`src/common/scaler_pkg.sv`:
```
package scaler_pkg;

  ////////////////////////////////////////////////////////////////////////////
  // widths.
  ////////////////////////////////////////////////////////////////////////////
  localparam int PIX_W       = 8;                  // pixel data.
  localparam int COORD_W     = 12;                 // coordinates and sizes.
  localparam int FRAC_W      = 16;                 // ratio fraction.
  localparam int RATIO_W     = COORD_W + FRAC_W;   // 12.16 step ratio.
  localparam int DIV_STEPS   = RATIO_W;            // one quotient bit per cycle.
  localparam int DIV_CNT_W   = $clog2(DIV_STEPS + 1);
  localparam int APB_DW      = 32;
  localparam int APB_AW      = 4;
  localparam int SIZE_HI_LSB = 16;                 // height field in size regs.

  ////////////////////////////////////////////////////////////////////////////
  // register map.
  ////////////////////////////////////////////////////////////////////////////
  localparam logic [APB_AW-1:0] ADDR_SRC_SIZE = 4'h0;  // {h, w}.
  localparam logic [APB_AW-1:0] ADDR_DST_SIZE = 4'h4;  // {h, w}.
  localparam logic [APB_AW-1:0] ADDR_CTRL     = 4'h8;  // bit 0 start.
  localparam logic [APB_AW-1:0] ADDR_STATUS   = 4'hC;  // err, ok, busy.

  ////////////////////////////////////////////////////////////////////////////
  // stream beats and config.
  ////////////////////////////////////////////////////////////////////////////
  // source pixel, one per beat.
  typedef struct packed {
    logic [PIX_W-1:0] data;
    logic             sof;    // first pixel of frame.
  } src_pix_t;

  // kept pixel with its destination position.
  typedef struct packed {
    logic [PIX_W-1:0]   data;
    logic [COORD_W-1:0] x;
    logic [COORD_W-1:0] y;
    logic               eof;  // last destination pixel.
  } dst_pix_t;

  typedef struct packed {
    logic [COORD_W-1:0] src_w;
    logic [COORD_W-1:0] src_h;
    logic [COORD_W-1:0] dst_w;
    logic [COORD_W-1:0] dst_h;
  } scale_cfg_t;

  // 12.16 steps, one per axis.
  typedef struct packed {
    logic [RATIO_W-1:0] x;
    logic [RATIO_W-1:0] y;
  } ratio_t;

endpackage

```
`src/scaler_regs.sv`:
```
`timescale 1ns/10ps

module scaler_regs (
  input  logic                           clk_os,
  input  logic                           i_rst,
  input  logic                           i_psel,
  input  logic                           i_penable,
  input  logic                           i_pwrite,
  input  logic [scaler_pkg::APB_AW-1:0]  i_paddr,
  input  logic [scaler_pkg::APB_DW-1:0]  i_pwdata,
  input  logic                           i_busy,      // divider running.
  input  logic                           i_ratio_ok,
  output logic [scaler_pkg::APB_DW-1:0]  o_prdata,
  output logic                           o_pready,
  output logic                           o_pslverr,
  output scaler_pkg::scale_cfg_t         o_cfg,
  output logic                           o_start
);
  import scaler_pkg::*;

  logic       access;
  logic       size_addr;
  logic       addr_known;
  logic       wr_en;
  logic       size_ok;
  logic       cfg_err;
  scale_cfg_t cfg_q;

  ////////////////////////////////////////////////////////////////////////////
  // decode.
  ////////////////////////////////////////////////////////////////////////////
  assign access     = i_psel & i_penable;   // access phase only.
  assign size_addr  = (i_paddr == ADDR_SRC_SIZE) || (i_paddr == ADDR_DST_SIZE);
  assign addr_known = size_addr || (i_paddr == ADDR_CTRL) || (i_paddr == ADDR_STATUS);

  assign o_pready  = 1'b1;  // zero wait states.
  // bad address, or sizes touched mid divide.
  assign o_pslverr = access & (!addr_known | (i_pwrite & size_addr & i_busy));
  assign wr_en     = access & i_pwrite & !o_pslverr;

  // downscale only, no zero sizes.
  assign size_ok = (cfg_q.dst_w != '0) && (cfg_q.dst_h != '0) &&
                   (cfg_q.dst_w <= cfg_q.src_w) && (cfg_q.dst_h <= cfg_q.src_h);

  assign o_cfg = cfg_q;

  ////////////////////////////////////////////////////////////////////////////
  // config and control.
  ////////////////////////////////////////////////////////////////////////////
  always_ff @(posedge clk_os)
  begin
    if (i_rst)
    begin
      cfg_q <= '0;
    end
    else if (wr_en && i_paddr == ADDR_SRC_SIZE)
    begin
      cfg_q.src_w <= i_pwdata[COORD_W-1:0];
      cfg_q.src_h <= i_pwdata[SIZE_HI_LSB +: COORD_W];
    end
    else if (wr_en && i_paddr == ADDR_DST_SIZE)
    begin
      cfg_q.dst_w <= i_pwdata[COORD_W-1:0];
      cfg_q.dst_h <= i_pwdata[SIZE_HI_LSB +: COORD_W];
    end
  end

  always_ff @(posedge clk_os)
  begin
    if (i_rst)
    begin
      o_start <= 1'b0;
      cfg_err <= 1'b0;
    end
    else
    begin
      o_start <= 1'b0;  // single cycle pulse.
      if (wr_en && i_paddr == ADDR_CTRL && i_pwdata[0] && !i_busy && !o_start)
      begin
        if (size_ok)
        begin
          o_start <= 1'b1;
          cfg_err <= 1'b0;  // good config clears old error.
        end
        else
          cfg_err <= 1'b1;  // upscale or zero size.
      end
    end
  end

  // read mux.
  always_comb
  begin
    o_prdata = '0;
    case (i_paddr)
      ADDR_SRC_SIZE:
      begin
        o_prdata[COORD_W-1:0]             = cfg_q.src_w;
        o_prdata[SIZE_HI_LSB +: COORD_W]  = cfg_q.src_h;
      end
      ADDR_DST_SIZE:
      begin
        o_prdata[COORD_W-1:0]             = cfg_q.dst_w;
        o_prdata[SIZE_HI_LSB +: COORD_W]  = cfg_q.dst_h;
      end
      ADDR_STATUS: o_prdata[2:0] = {cfg_err, i_ratio_ok, i_busy};
      default:     o_prdata = '0;  // ctrl reads as zero.
    endcase
  end

  // a new divide never starts over a running one.
  a_start_idle: assert property (@(posedge clk_os) disable iff (i_rst)
    o_start |-> !i_busy);

endmodule

```
`src/scale/ratio_divider.sv`:
```
`timescale 1ns/10ps

module ratio_divider (
  input  logic                   clk_os,
  input  logic                   i_rst,
  input  logic                   i_start,
  input  scaler_pkg::scale_cfg_t i_cfg,
  output logic                   o_busy,
  output logic                   o_ratio_ok,  // held until next start.
  output scaler_pkg::ratio_t     o_ratio
);
  import scaler_pkg::*;

  logic [DIV_CNT_W-1:0]       step_cnt;
  logic                       last_step;
  logic [RATIO_W-1:0]         quo_x;     // dividend shifts out, quotient in.
  logic [RATIO_W-1:0]         quo_y;
  logic [COORD_W-1:0]         rem_x;
  logic [COORD_W-1:0]         rem_y;
  logic [COORD_W+RATIO_W-1:0] nxt_x;
  logic [COORD_W+RATIO_W-1:0] nxt_y;

  // one restoring step. returns {rem, quo}.
  function automatic logic [COORD_W+RATIO_W-1:0] div_step(
    input logic [COORD_W-1:0] rem,
    input logic [RATIO_W-1:0] quo,
    input logic [COORD_W-1:0] dvs
  );
    logic [COORD_W:0] trial;
    logic             qbit;
    trial = {rem, quo[RATIO_W-1]};
    qbit  = (trial >= {1'b0, dvs});
    if (qbit)
      trial = trial - {1'b0, dvs};
    return {trial[COORD_W-1:0], quo[RATIO_W-2:0], qbit};
  endfunction

  // both axes side by side.
  assign nxt_x     = div_step(rem_x, quo_x, i_cfg.dst_w);
  assign nxt_y     = div_step(rem_y, quo_y, i_cfg.dst_h);
  assign last_step = (step_cnt == DIV_CNT_W'(DIV_STEPS));

  always_ff @(posedge clk_os)
  begin
    if (i_rst)
    begin
      o_busy     <= 1'b0;
      o_ratio_ok <= 1'b0;
      step_cnt   <= '0;
    end
    else if (i_start)
    begin
      o_busy     <= 1'b1;
      o_ratio_ok <= 1'b0;  // old ratios are stale.
      step_cnt   <= '0;
    end
    else if (o_busy)
    begin
      if (last_step)
      begin
        o_busy     <= 1'b0;  // rounding cycle done.
        o_ratio_ok <= 1'b1;
      end
      else
        step_cnt <= step_cnt + 1'b1;
    end
  end

  always_ff @(posedge clk_os)
  begin
    if (i_start)
    begin
      quo_x <= {i_cfg.src_w, FRAC_W'(0)};  // src << 16.
      quo_y <= {i_cfg.src_h, FRAC_W'(0)};
      rem_x <= '0;
      rem_y <= '0;
    end
    else if (o_busy && !last_step)
    begin
      {rem_x, quo_x} <= nxt_x;
      {rem_y, quo_y} <= nxt_y;
    end
    else if (o_busy)
    begin
      o_ratio.x <= quo_x + 1'b1;  // plus one keeps last target in range.
      o_ratio.y <= quo_y + 1'b1;
    end
  end

  // busy for the steps plus the rounding cycle, then idle.
  a_busy_len: assert property (@(posedge clk_os) disable iff (i_rst)
    i_start |=> o_busy [* DIV_STEPS + 1] ##1 !o_busy);

endmodule

```
`src/scale/coord_tracker.sv`:
```
`timescale 1ns/10ps

module coord_tracker (
  input  logic                   clk_os,
  input  logic                   i_rst,
  input  scaler_pkg::scale_cfg_t i_cfg,
  input  scaler_pkg::ratio_t     i_ratio,
  input  logic                   i_valid,
  input  scaler_pkg::src_pix_t   i_beat,
  input  logic                   i_ready,   // downstream can take.
  output logic                   o_ready,
  output logic                   o_valid,
  output scaler_pkg::dst_pix_t   o_beat
);
  import scaler_pkg::*;

  // raster state.
  logic [COORD_W-1:0] src_x;
  logic [COORD_W-1:0] src_y;
  logic [RATIO_W-1:0] acc_x;     // next kept column, 12.16.
  logic [RATIO_W-1:0] acc_y;     // next kept row.
  logic [COORD_W-1:0] dst_x;
  logic [COORD_W-1:0] dst_y;

  // state seen by this beat, sof forces a fresh frame.
  logic [COORD_W-1:0] cur_x;
  logic [COORD_W-1:0] cur_y;
  logic [RATIO_W-1:0] cur_ax;
  logic [RATIO_W-1:0] cur_ay;
  logic [COORD_W-1:0] cur_dx;
  logic [COORD_W-1:0] cur_dy;

  logic fire;
  logic advance;
  logic row_hit;
  logic col_hit;
  logic keep;
  logic last_col;
  logic last_row;
  logic last_dst;

  assign advance = !o_valid || i_ready;   // stage slot free.
  assign o_ready = advance;
  assign fire    = i_valid && o_ready;

  assign cur_x  = i_beat.sof ? '0 : src_x;
  assign cur_y  = i_beat.sof ? '0 : src_y;
  assign cur_ax = i_beat.sof ? '0 : acc_x;
  assign cur_ay = i_beat.sof ? '0 : acc_y;
  assign cur_dx = i_beat.sof ? '0 : dst_x;
  assign cur_dy = i_beat.sof ? '0 : dst_y;

  ////////////////////////////////////////////////////////////////////////////
  // keep decision.
  ////////////////////////////////////////////////////////////////////////////
  // integer part of the accumulator is the target.
  assign row_hit  = (cur_y == cur_ay[RATIO_W-1:FRAC_W]) && (cur_dy < i_cfg.dst_h);
  assign col_hit  = (cur_x == cur_ax[RATIO_W-1:FRAC_W]) && (cur_dx < i_cfg.dst_w);
  assign keep     = row_hit && col_hit;
  assign last_col = (cur_x == i_cfg.src_w - 1'b1);
  assign last_row = (cur_y == i_cfg.src_h - 1'b1);
  assign last_dst = (cur_dx == i_cfg.dst_w - 1'b1) && (cur_dy == i_cfg.dst_h - 1'b1);

  ////////////////////////////////////////////////////////////////////////////
  // counters and accumulators.
  ////////////////////////////////////////////////////////////////////////////
  always_ff @(posedge clk_os)
  begin
    if (i_rst)
    begin
      src_x <= '0;
      src_y <= '0;
      acc_x <= '0;
      acc_y <= '0;
      dst_x <= '0;
      dst_y <= '0;
    end
    else if (fire)
    begin
      if (last_col)
      begin
        src_x <= '0;     // column state restarts each row.
        acc_x <= '0;
        dst_x <= '0;
        if (last_row)
        begin
          src_y <= '0;   // wrap to a new frame.
          acc_y <= '0;
          dst_y <= '0;
        end
        else
        begin
          src_y <= cur_y + 1'b1;
          acc_y <= row_hit ? cur_ay + i_ratio.y : cur_ay;
          dst_y <= row_hit ? cur_dy + 1'b1 : cur_dy;
        end
      end
      else
      begin
        src_x <= cur_x + 1'b1;
        acc_x <= keep ? cur_ax + i_ratio.x : cur_ax;  // step to next target.
        dst_x <= keep ? cur_dx + 1'b1 : cur_dx;
        src_y <= cur_y;  // holds sof clear.
        acc_y <= cur_ay;
        dst_y <= cur_dy;
      end
    end
  end

  // output register, dropped pixels leave a bubble.
  always_ff @(posedge clk_os)
  begin
    if (i_rst)
      o_valid <= 1'b0;
    else if (advance)
      o_valid <= fire && keep;
  end

  always_ff @(posedge clk_os)
  begin
    if (advance)
    begin
      o_beat.data <= i_beat.data;
      o_beat.x    <= cur_dx;
      o_beat.y    <= cur_dy;
      o_beat.eof  <= last_dst;
    end
  end

  // tag never exceeds the programmed width.
  a_dst_x_range: assert property (@(posedge clk_os) disable iff (i_rst)
    o_valid |-> (o_beat.x < i_cfg.dst_w));

endmodule

```
`src/stream_skid.sv`:
```
`timescale 1ns/10ps

module stream_skid #(
  parameter type beat_t = logic [7:0]
) (
  input  logic  clk_os,
  input  logic  i_rst,
  input  logic  i_valid,
  input  beat_t i_data,
  input  logic  i_ready,
  output logic  o_ready,
  output logic  o_valid,
  output beat_t o_data
);

  logic  skid_valid;  // second entry, holds a beat caught during a stall.
  beat_t skid_data;
  logic  out_free;

  assign o_ready  = !skid_valid;         // straight from a flop.
  assign out_free = !o_valid || i_ready; // output slot drains this cycle.

  always_ff @(posedge clk_os)
  begin
    if (i_rst)
    begin
      o_valid    <= 1'b0;
      skid_valid <= 1'b0;
    end
    else if (out_free)
    begin
      o_valid    <= skid_valid || i_valid;  // skid first, keeps order.
      skid_valid <= 1'b0;
    end
    else if (i_valid && o_ready)
      skid_valid <= 1'b1;                   // park the beat.
  end

  always_ff @(posedge clk_os)
  begin
    if (out_free)
      o_data <= skid_valid ? skid_data : i_data;
    if (!out_free && i_valid && o_ready)
      skid_data <= i_data;
  end

  // stalled beat holds.
  a_hold: assert property (@(posedge clk_os) disable iff (i_rst)
    (o_valid && !i_ready) |=> (o_valid && $stable(o_data)));

endmodule

```
`src/nn_scaler_top.sv`:
```
`timescale 1ns/10ps

module nn_scaler_top (
  input  logic                          clk_os,
  input  logic                          i_rst,
  // apb slave.
  input  logic                          i_psel,
  input  logic                          i_penable,
  input  logic                          i_pwrite,
  input  logic [scaler_pkg::APB_AW-1:0] i_paddr,
  input  logic [scaler_pkg::APB_DW-1:0] i_pwdata,
  output logic [scaler_pkg::APB_DW-1:0] o_prdata,
  output logic                          o_pready,
  output logic                          o_pslverr,
  // source pixels.
  input  logic                          i_src_valid,
  output logic                          o_src_ready,
  input  scaler_pkg::src_pix_t          i_src,
  // kept pixels.
  output logic                          o_dst_valid,
  input  logic                          i_dst_ready,
  output scaler_pkg::dst_pix_t          o_dst
);
  import scaler_pkg::*;

  scale_cfg_t cfg;
  ratio_t     ratio;
  logic       start;
  logic       busy;
  logic       ratio_ok;

  logic       src_valid_ok;   // stream held off until ratios are ready.
  logic       src_skid_ready;
  logic       trk_in_valid;
  logic       trk_in_ready;
  src_pix_t   trk_in_beat;
  logic       trk_out_valid;
  logic       trk_out_ready;
  dst_pix_t   trk_out_beat;

  assign src_valid_ok = i_src_valid & ratio_ok;
  assign o_src_ready  = src_skid_ready & ratio_ok;

  scaler_regs regs0 (
    .clk_os(clk_os), .i_rst(i_rst),
    .i_psel(i_psel), .i_penable(i_penable), .i_pwrite(i_pwrite),
    .i_paddr(i_paddr), .i_pwdata(i_pwdata),
    .i_busy(busy), .i_ratio_ok(ratio_ok),
    .o_prdata(o_prdata), .o_pready(o_pready), .o_pslverr(o_pslverr),
    .o_cfg(cfg), .o_start(start)
  );

  ratio_divider div0 (
    .clk_os(clk_os), .i_rst(i_rst), .i_start(start), .i_cfg(cfg),
    .o_busy(busy), .o_ratio_ok(ratio_ok), .o_ratio(ratio)
  );

  ////////////////////////////////////////////////////////////////////////////
  // pixel path. skid, tracker, skid.
  ////////////////////////////////////////////////////////////////////////////
  stream_skid #(.beat_t(src_pix_t)) skid_in0 (
    .clk_os(clk_os), .i_rst(i_rst),
    .i_valid(src_valid_ok), .i_data(i_src), .o_ready(src_skid_ready),
    .o_valid(trk_in_valid), .o_data(trk_in_beat), .i_ready(trk_in_ready)
  );

  coord_tracker trk0 (
    .clk_os(clk_os), .i_rst(i_rst), .i_cfg(cfg), .i_ratio(ratio),
    .i_valid(trk_in_valid), .i_beat(trk_in_beat), .o_ready(trk_in_ready),
    .o_valid(trk_out_valid), .o_beat(trk_out_beat), .i_ready(trk_out_ready)
  );

  stream_skid #(.beat_t(dst_pix_t)) skid_out0 (
    .clk_os(clk_os), .i_rst(i_rst),
    .i_valid(trk_out_valid), .i_data(trk_out_beat), .o_ready(trk_out_ready),
    .o_valid(o_dst_valid), .o_data(o_dst), .i_ready(i_dst_ready)
  );

endmodule

```
`config.mk`:
```
export PLATFORM = sky130hd
export DESIGN_NAME = nn_scaler_top
export DESIGN_NICKNAME = d
export VERILOG_FILES = /design/src/common/scaler_pkg.sv /design/src/scaler_regs.sv /design/src/scale/ratio_divider.sv /design/src/scale/coord_tracker.sv /design/src/stream_skid.sv /design/src/nn_scaler_top.sv
export SDC_FILE = /design/constraint.sdc
export NUM_CORES = 1
export LEC_CHECK = 0
export BUFFER_PORTS_ARGS = -buffer_cell sky130_fd_sc_hd__clkbuf_2
export CELL_PAD_IN_SITES_DETAIL_PLACEMENT = 1
export CELL_PAD_IN_SITES_GLOBAL_PLACEMENT = 1
export CORE_MARGIN = 5
export CORE_UTILIZATION = 49
export CTS_CLUSTER_SIZE = 14
export DETAILED_ROUTE_END_ITERATION = 10
export PLACE_DENSITY_LB_ADDON = 0.25
export SLEW_MARGIN = 25
export SYNTH_ARGS = -nofsm -noshare
export SYNTH_HDL_FRONTEND = slang
export SYNTH_HIERARCHICAL = 1
export SYNTH_SLANG_ARGS = --single-unit
```
`constraint.sdc`:
```
create_clock -name clk_os -period 5.6 [get_ports clk_os]
set_input_delay 1.12 -clock clk_os [delete_from_list [all_inputs] [get_ports clk_os]]
set_output_delay 1.12 -clock clk_os [all_outputs]
set_load 0.05 [all_outputs]
```
Word-level counts from Yosys, hierarchy flattened
Cells that the tools add are included.
{"block": "totals", "elab_cells": 178, "in_bits": 52, "ff_bits": 419}
{"block": "classes", "n_eq_ne": 10, "n_lt_le_gt_ge": 6, "reduce_logical": 54, "n_bitwise": 14, "mux": 35, "addsub": 15}
{"op": "2-to-1 mux 28 bit", "n": 11}
{"op": "2-to-1 mux 12 bit", "n": 14}
{"op": "equality test 12 bit", "n": 6}
{"op": "adder 28 x 1 -> 28 bit (second input constant)", "n": 2}
{"op": "adder 28 bit", "n": 2}
{"op": "adder 12 x 1 -> 12 bit (second input constant)", "n": 4}
{"op": "subtractor 12 x 1 -> 12 bit (second input constant)", "n": 4}
{"op": "2-to-1 mux 33 bit", "n": 1}
{"op": "greater-or-equal comparator 13 x 12 -> 1 bit", "n": 2}
{"op": "<= comparator 12 bit", "n": 2}
{"op": "less-than comparator 12 bit", "n": 2}
{"op": "one-hot mux 12 bit (2 select lines)", "n": 1}
{"op": "nonzero test 12 bit", "n": 2}
{"op": "subtractor 12 bit", "n": 2}
{"op": "logical AND 1 bit", "n": 22}
{"op": "one-hot mux 9 bit (2 select lines)", "n": 1}
{"op": "logical NOT 1 bit", "n": 12}
{"op": "2-to-1 mux 9 bit", "n": 1}
{"op": "one-hot mux 3 bit (3 select lines)", "n": 1}
{"op": "bitwise AND 1 bit", "n": 8}
{"op": "equality test 4 bit (second input constant)", "n": 2}
{"op": "logical OR 1 bit", "n": 8}
{"op": "OR reduction 2 bit", "n": 4}
{"op": "AND reduction 2 bit", "n": 3}
{"op": "other kinds (9)", "n": 17}

Depth between registers and ports, before layout
{"block": "logic_depth", "depth_word": 15, "depth_mapped": 23, "ltp_nobuf": 14}

Cells and area by module
Netlist, hierarchy kept.
{"mod": "coord_tracker", "area_each_um2": 13060.0, "cells_each": 1747, "seq_area_each_um2": 3093.0, "instances": 1}
{"mod": "ratio_divider", "area_each_um2": 7274.5, "cells_each": 758, "seq_area_each_um2": 3663.5, "instances": 1}
{"mod": "scaler_regs", "area_each_um2": 2851.5, "cells_each": 346, "seq_area_each_um2": 1001.0, "instances": 1}
{"mod": "stream_skid (skid_out0)", "area_each_um2": 2592.5, "cells_each": 111, "seq_area_each_um2": 2021.9, "instances": 1}
{"mod": "stream_skid (skid_in0)", "area_each_um2": 753.2, "cells_each": 36, "seq_area_each_um2": 580.6, "instances": 1}
{"mod": "nn_scaler_top", "area_each_um2": 12.5, "cells_each": 2, "seq_area_each_um2": 0.0, "instances": 1}

Worst setup path before layout
Ideal clock, no wire load.
{"block": "synth_timing", "path_type": "reg-to-reg", "start": "register skid_in0/o_data[0] in the netlist's numbering", "end": "register trk0.acc_x[24]", "setup_slack_ns": 0.589, "t_arrival_ns": 4.937, "setup_ns": 0.074, "path_stages_with_launch": 24, "path_cell_list": "edfxtp_1 -> buf_2 -> buf_2 -> buf_2 -> buf_2 -> buf_2 -> clkbuf_1 -> clkbuf_1 -> buf_1 -> clkbuf_1 -> nor2b_1 -> ha_1 -> inv_1 -> fa_1 -> nor2b_1 -> or2_2 -> a21oi_1 -> o21ai_0 -> a2111oi_0 -> o21ai_0 -> o31ai_1 -> a311oi_1 -> xor2_1 -> o21ai_0"}
{"block": "synth_via", "elab_chain_cells": 6}
{"element": "start: declaration", "line_no": "stream_skid.sv:13", "source": "output beat_t o_data"}
{"element": "start signal: assignment", "line_no": "stream_skid.sv:42", "source": "o_data <= skid_valid ? skid_data : i_data;"}
{"element": "parallel branches: the longest is 5 deep, another holds adder 28 bit"}
{"element": "2-to-1 mux 28 bit *", "line_no": "coord_tracker.sv:80", "source": "if (last_col)"}
{"element": "end signal: assignment", "line_no": "coord_tracker.sv:101", "source": "acc_x <= keep ? cur_ax + i_ratio.x : cur_ax;"}
{"element": "end: declaration", "line_no": "coord_tracker.sv:20", "source": "logic [RATIO_W-1:0] acc_x;"}
Mark *: on every way between the ends.
A chain may end at the register's enable or synchronous reset.

Worst setup path after layout
Same ends and word-level chain as after synthesis.

==> results.yml <==
logic_synthesis:
  syn_inst: 3000
  yosysUniqueCellTypes: 102
  synth_edf_count: 197
  yosysWarnings: 6
  ys.flop_type: "dfxtp_1"
  ys_ff_latch: 419
  synthArstFlopShare: 0
  syn_avg_cell_area_sq_um: 8.85
  synth_seq_area_share: 0.390
  synth_area_sq_um: 26500
floorplan:
  num_io_pins: 121
  core_area_sq_um: 53700
  die_w_um: 243
  die_area_sq_um: 58900
  fp.dieH_um: 243
  initial_utilization: 0.494
  fp-row-count: 85
global_route:
  grt_usage: 0.277
  grt_pass1_vias: 24167
  top_usage_layer: "met2"
  grt_util_met2: 0.490
  antenna_found_initial: 0
  met1_usage: 0.349
  grt_max_degree: 93
  grt_pass1_wl_um: 134000
  grtUsageMet3: 0.0331
  gr-total-overflow: 0
power_and_ir_drop:
  leakage_uw: 0.0111
  vdd_ir_drop_max_uv: 210
  power_density_nw_per_um2: 245
  power.total_uw: 7120
timing:
  worst_clock_skew_ns: 0.0204
  fin_setup_tns_ns: 0
  fmax_mhz: 205
  fin_crit_sh: 0.872
  tightest_slew_ns: 0.982
  final-setup-viol-count: 0
  maxSlewViolCount: 0
  rsz0062_at_grt: "false"
  slew_headroom: 0.344
  period_minus_slack_ns: 4.88
  finalHoldViolCount: 0
  fin_ws_ns: 0.715
clocking:
  path_clk_slew_ns: 0.06
  cts_hold_buf: 0
  cts_tree: "done"
  cts_made_buffers: 48
  post-cts-setup-buffers: 0
  cts_max_level: 2
  cts_resized: 0
  clkSinkCount: 419
  clk_path_buf_depth: 3
  cts_root_buf: "clkbuf_16"
  clock_latency_ns: 0.61
placement:
  port_buffers: 103
  dp_hpwl_um: 60600
  dp_slack_ns: 0.821
  gp_congestion: 0.893
layout:
  final_common_cell: "nand2_1"
  utilization: 0.542
  drive_gt1_frac: 0.102
  mostFrequentLayoutCells: "nand2_1 (321), nor2_1 (237), dfxtp_1 (220)"
  fin_nets: 3187
  seqCellArea_sq_um: 10400
  nFillCells: 6138
  multi_input_area_sq_um: 14800
  syn2layout_area_growth_pct: 9.64
setup_path:
  worstPathRequired_ns: 6.10
  worstSetupPathType: "flop to flop"
  startpoint_type: "flop"
  ff2ff_path_depth: 14
  end_kind: "flop"
  path_max_fanout: 21
  cp.arrival_ns: 5.39
drt:
  drc: 0
  vias: 23521
  drtIter0Drc: 1441
  firstDrtPassIters: 5
  ant_nets: 0
  vias_per_cell: 6.26
  drt-total-wl_um: 85800
  wire_per_inst_um: 22.8
run_status:
  outcome: "finished, final reports clean"
run:
  drv_cap: 0
worst_hold_path:
  hp-class: "flop to flop"
  whs_path_depth: 0
power breakdown:
| group | total (uW) | switching, uW | internal (uW) |
|---|---|---|---|
| sequential | 3280 | 45.9 | 3230 |
| clock | 3240 | 1340 | 1890 |
| combinational | 607 | 366 | 241 |
cell families (layout without fill, tap and decap cells):
group / after synthesis / after routing / synth area share
multiplexers: 97 / 97 / 0.0435
buffers and inverters: 334 / 389 / 0.0533
adder cells (fa/ha/maj): 117 / 117 / 0.0556
flip-flops: 419 / 419 / 0.390
XOR/XNOR: 225 / 225 / 0.0753
AND/OR/NAND/NOR: 1067 / 1067 / 0.201
AO/OA/AOI/OAI: 739 / 739 / 0.181
other: 2 / 10 / 0.000283
layout make-up:
cell class              instances  area share
repair buffers                146      0.0298
multi-input cells            2254       0.510
diodes                          1   0.0000860
clock buffers                  71      0.0458
flip-flops and latches        419       0.356
inverters                     153      0.0197
clock inverters                19     0.00881
well taps                     696      0.0299
worst max-delay path, cell delays in order (launching register included):
cell and delay, ns:
edfxtp_1 0.73, nor2b_1 0.24, ha_1 0.19, inv_1 0.06
fa_1 0.38, nor2b_1 0.18, or2_2 0.30, a21oi_1 0.17
o21ai_0 0.23, a2111oi_0 0.77, o21ai_0 0.41, o31ai_1 0.58
a311oi_1 0.20, xor2_1 0.17, o21ai_0 0.15
metal layers:
layer | up-vias | wire length [um]
met2 | 692 | 42600
met4 | 0 | 3090
met3 | 199 | 4260
li1 | 10863 | -
met5 | - | 0
met1 | 11767 | 35800
state kept, by name, summed over array words and instances (netlist names), 5 cells and up:
signal and cells:
trk0/dst_y 12, div0/o_ratio 56, trk0/src_x 12, div0/quo_y 28, div0/step_cnt 5, skid_in0/o_data 9, trk0/src_y 12, skid_out0/o_data 33
div0/quo_x 28, skid_in0/skid_data 9, div0/rem_y 12, regs0/o_cfg 48, div0/rem_x 12, trk0/acc_x 28, trk0/o_beat 33, trk0/acc_y 28
skid_out0/skid_data 33, trk0/dst_x 12
per-stage QoR:
stage | hold WS [ns] | instances | instance area [sq um]
global placement | 0.401 | 3667 | 27500
finish | 0.425 | 3759 | 29100
floorplan | 0.400 | 3007 | 26600
global route | 0.438 | 3758 | 29100
CTS | 0.427 | 3757 | 29100
detailed placement | 0.409 | 3667 | 27500
final timing paths:
path                                         start               to  slack (ns)
worst min register to register  skid_in0/o_data[2]  trk0/o_beat[26]        0.42
worst max-delay path            skid_in0/o_data[0]   trk0/acc_x[24]        0.72
worst max register to register  skid_in0/o_data[0]   trk0/acc_x[24]        0.72
worst min-delay path            skid_in0/o_data[2]  trk0/o_beat[26]        0.42
Yosys cell counts (53+ instances only):
cell type / n / area, sq um
o21ai_0: 167 / 836
a31oi_1: 55 / 344
ha_1: 110 / 1380
xnor2_1: 147 / 1290
xor2_1: 76 / 666
edfxtp_1: 197 / 5920
nor3_1: 57 / 285
nand3_1: 85 / 425
nor2_1: 239 / 897
nor2b_1: 87 / 544
nand2_1: 322 / 1210
inv_1: 153 / 574
clkbuf_1: 125 / 469
a21oi_1: 204 / 1020
dfxtp_1: 222 / 4440
mux2i_1: 53 / 531
No activity file was read; power rests on OpenSTA's default activity.
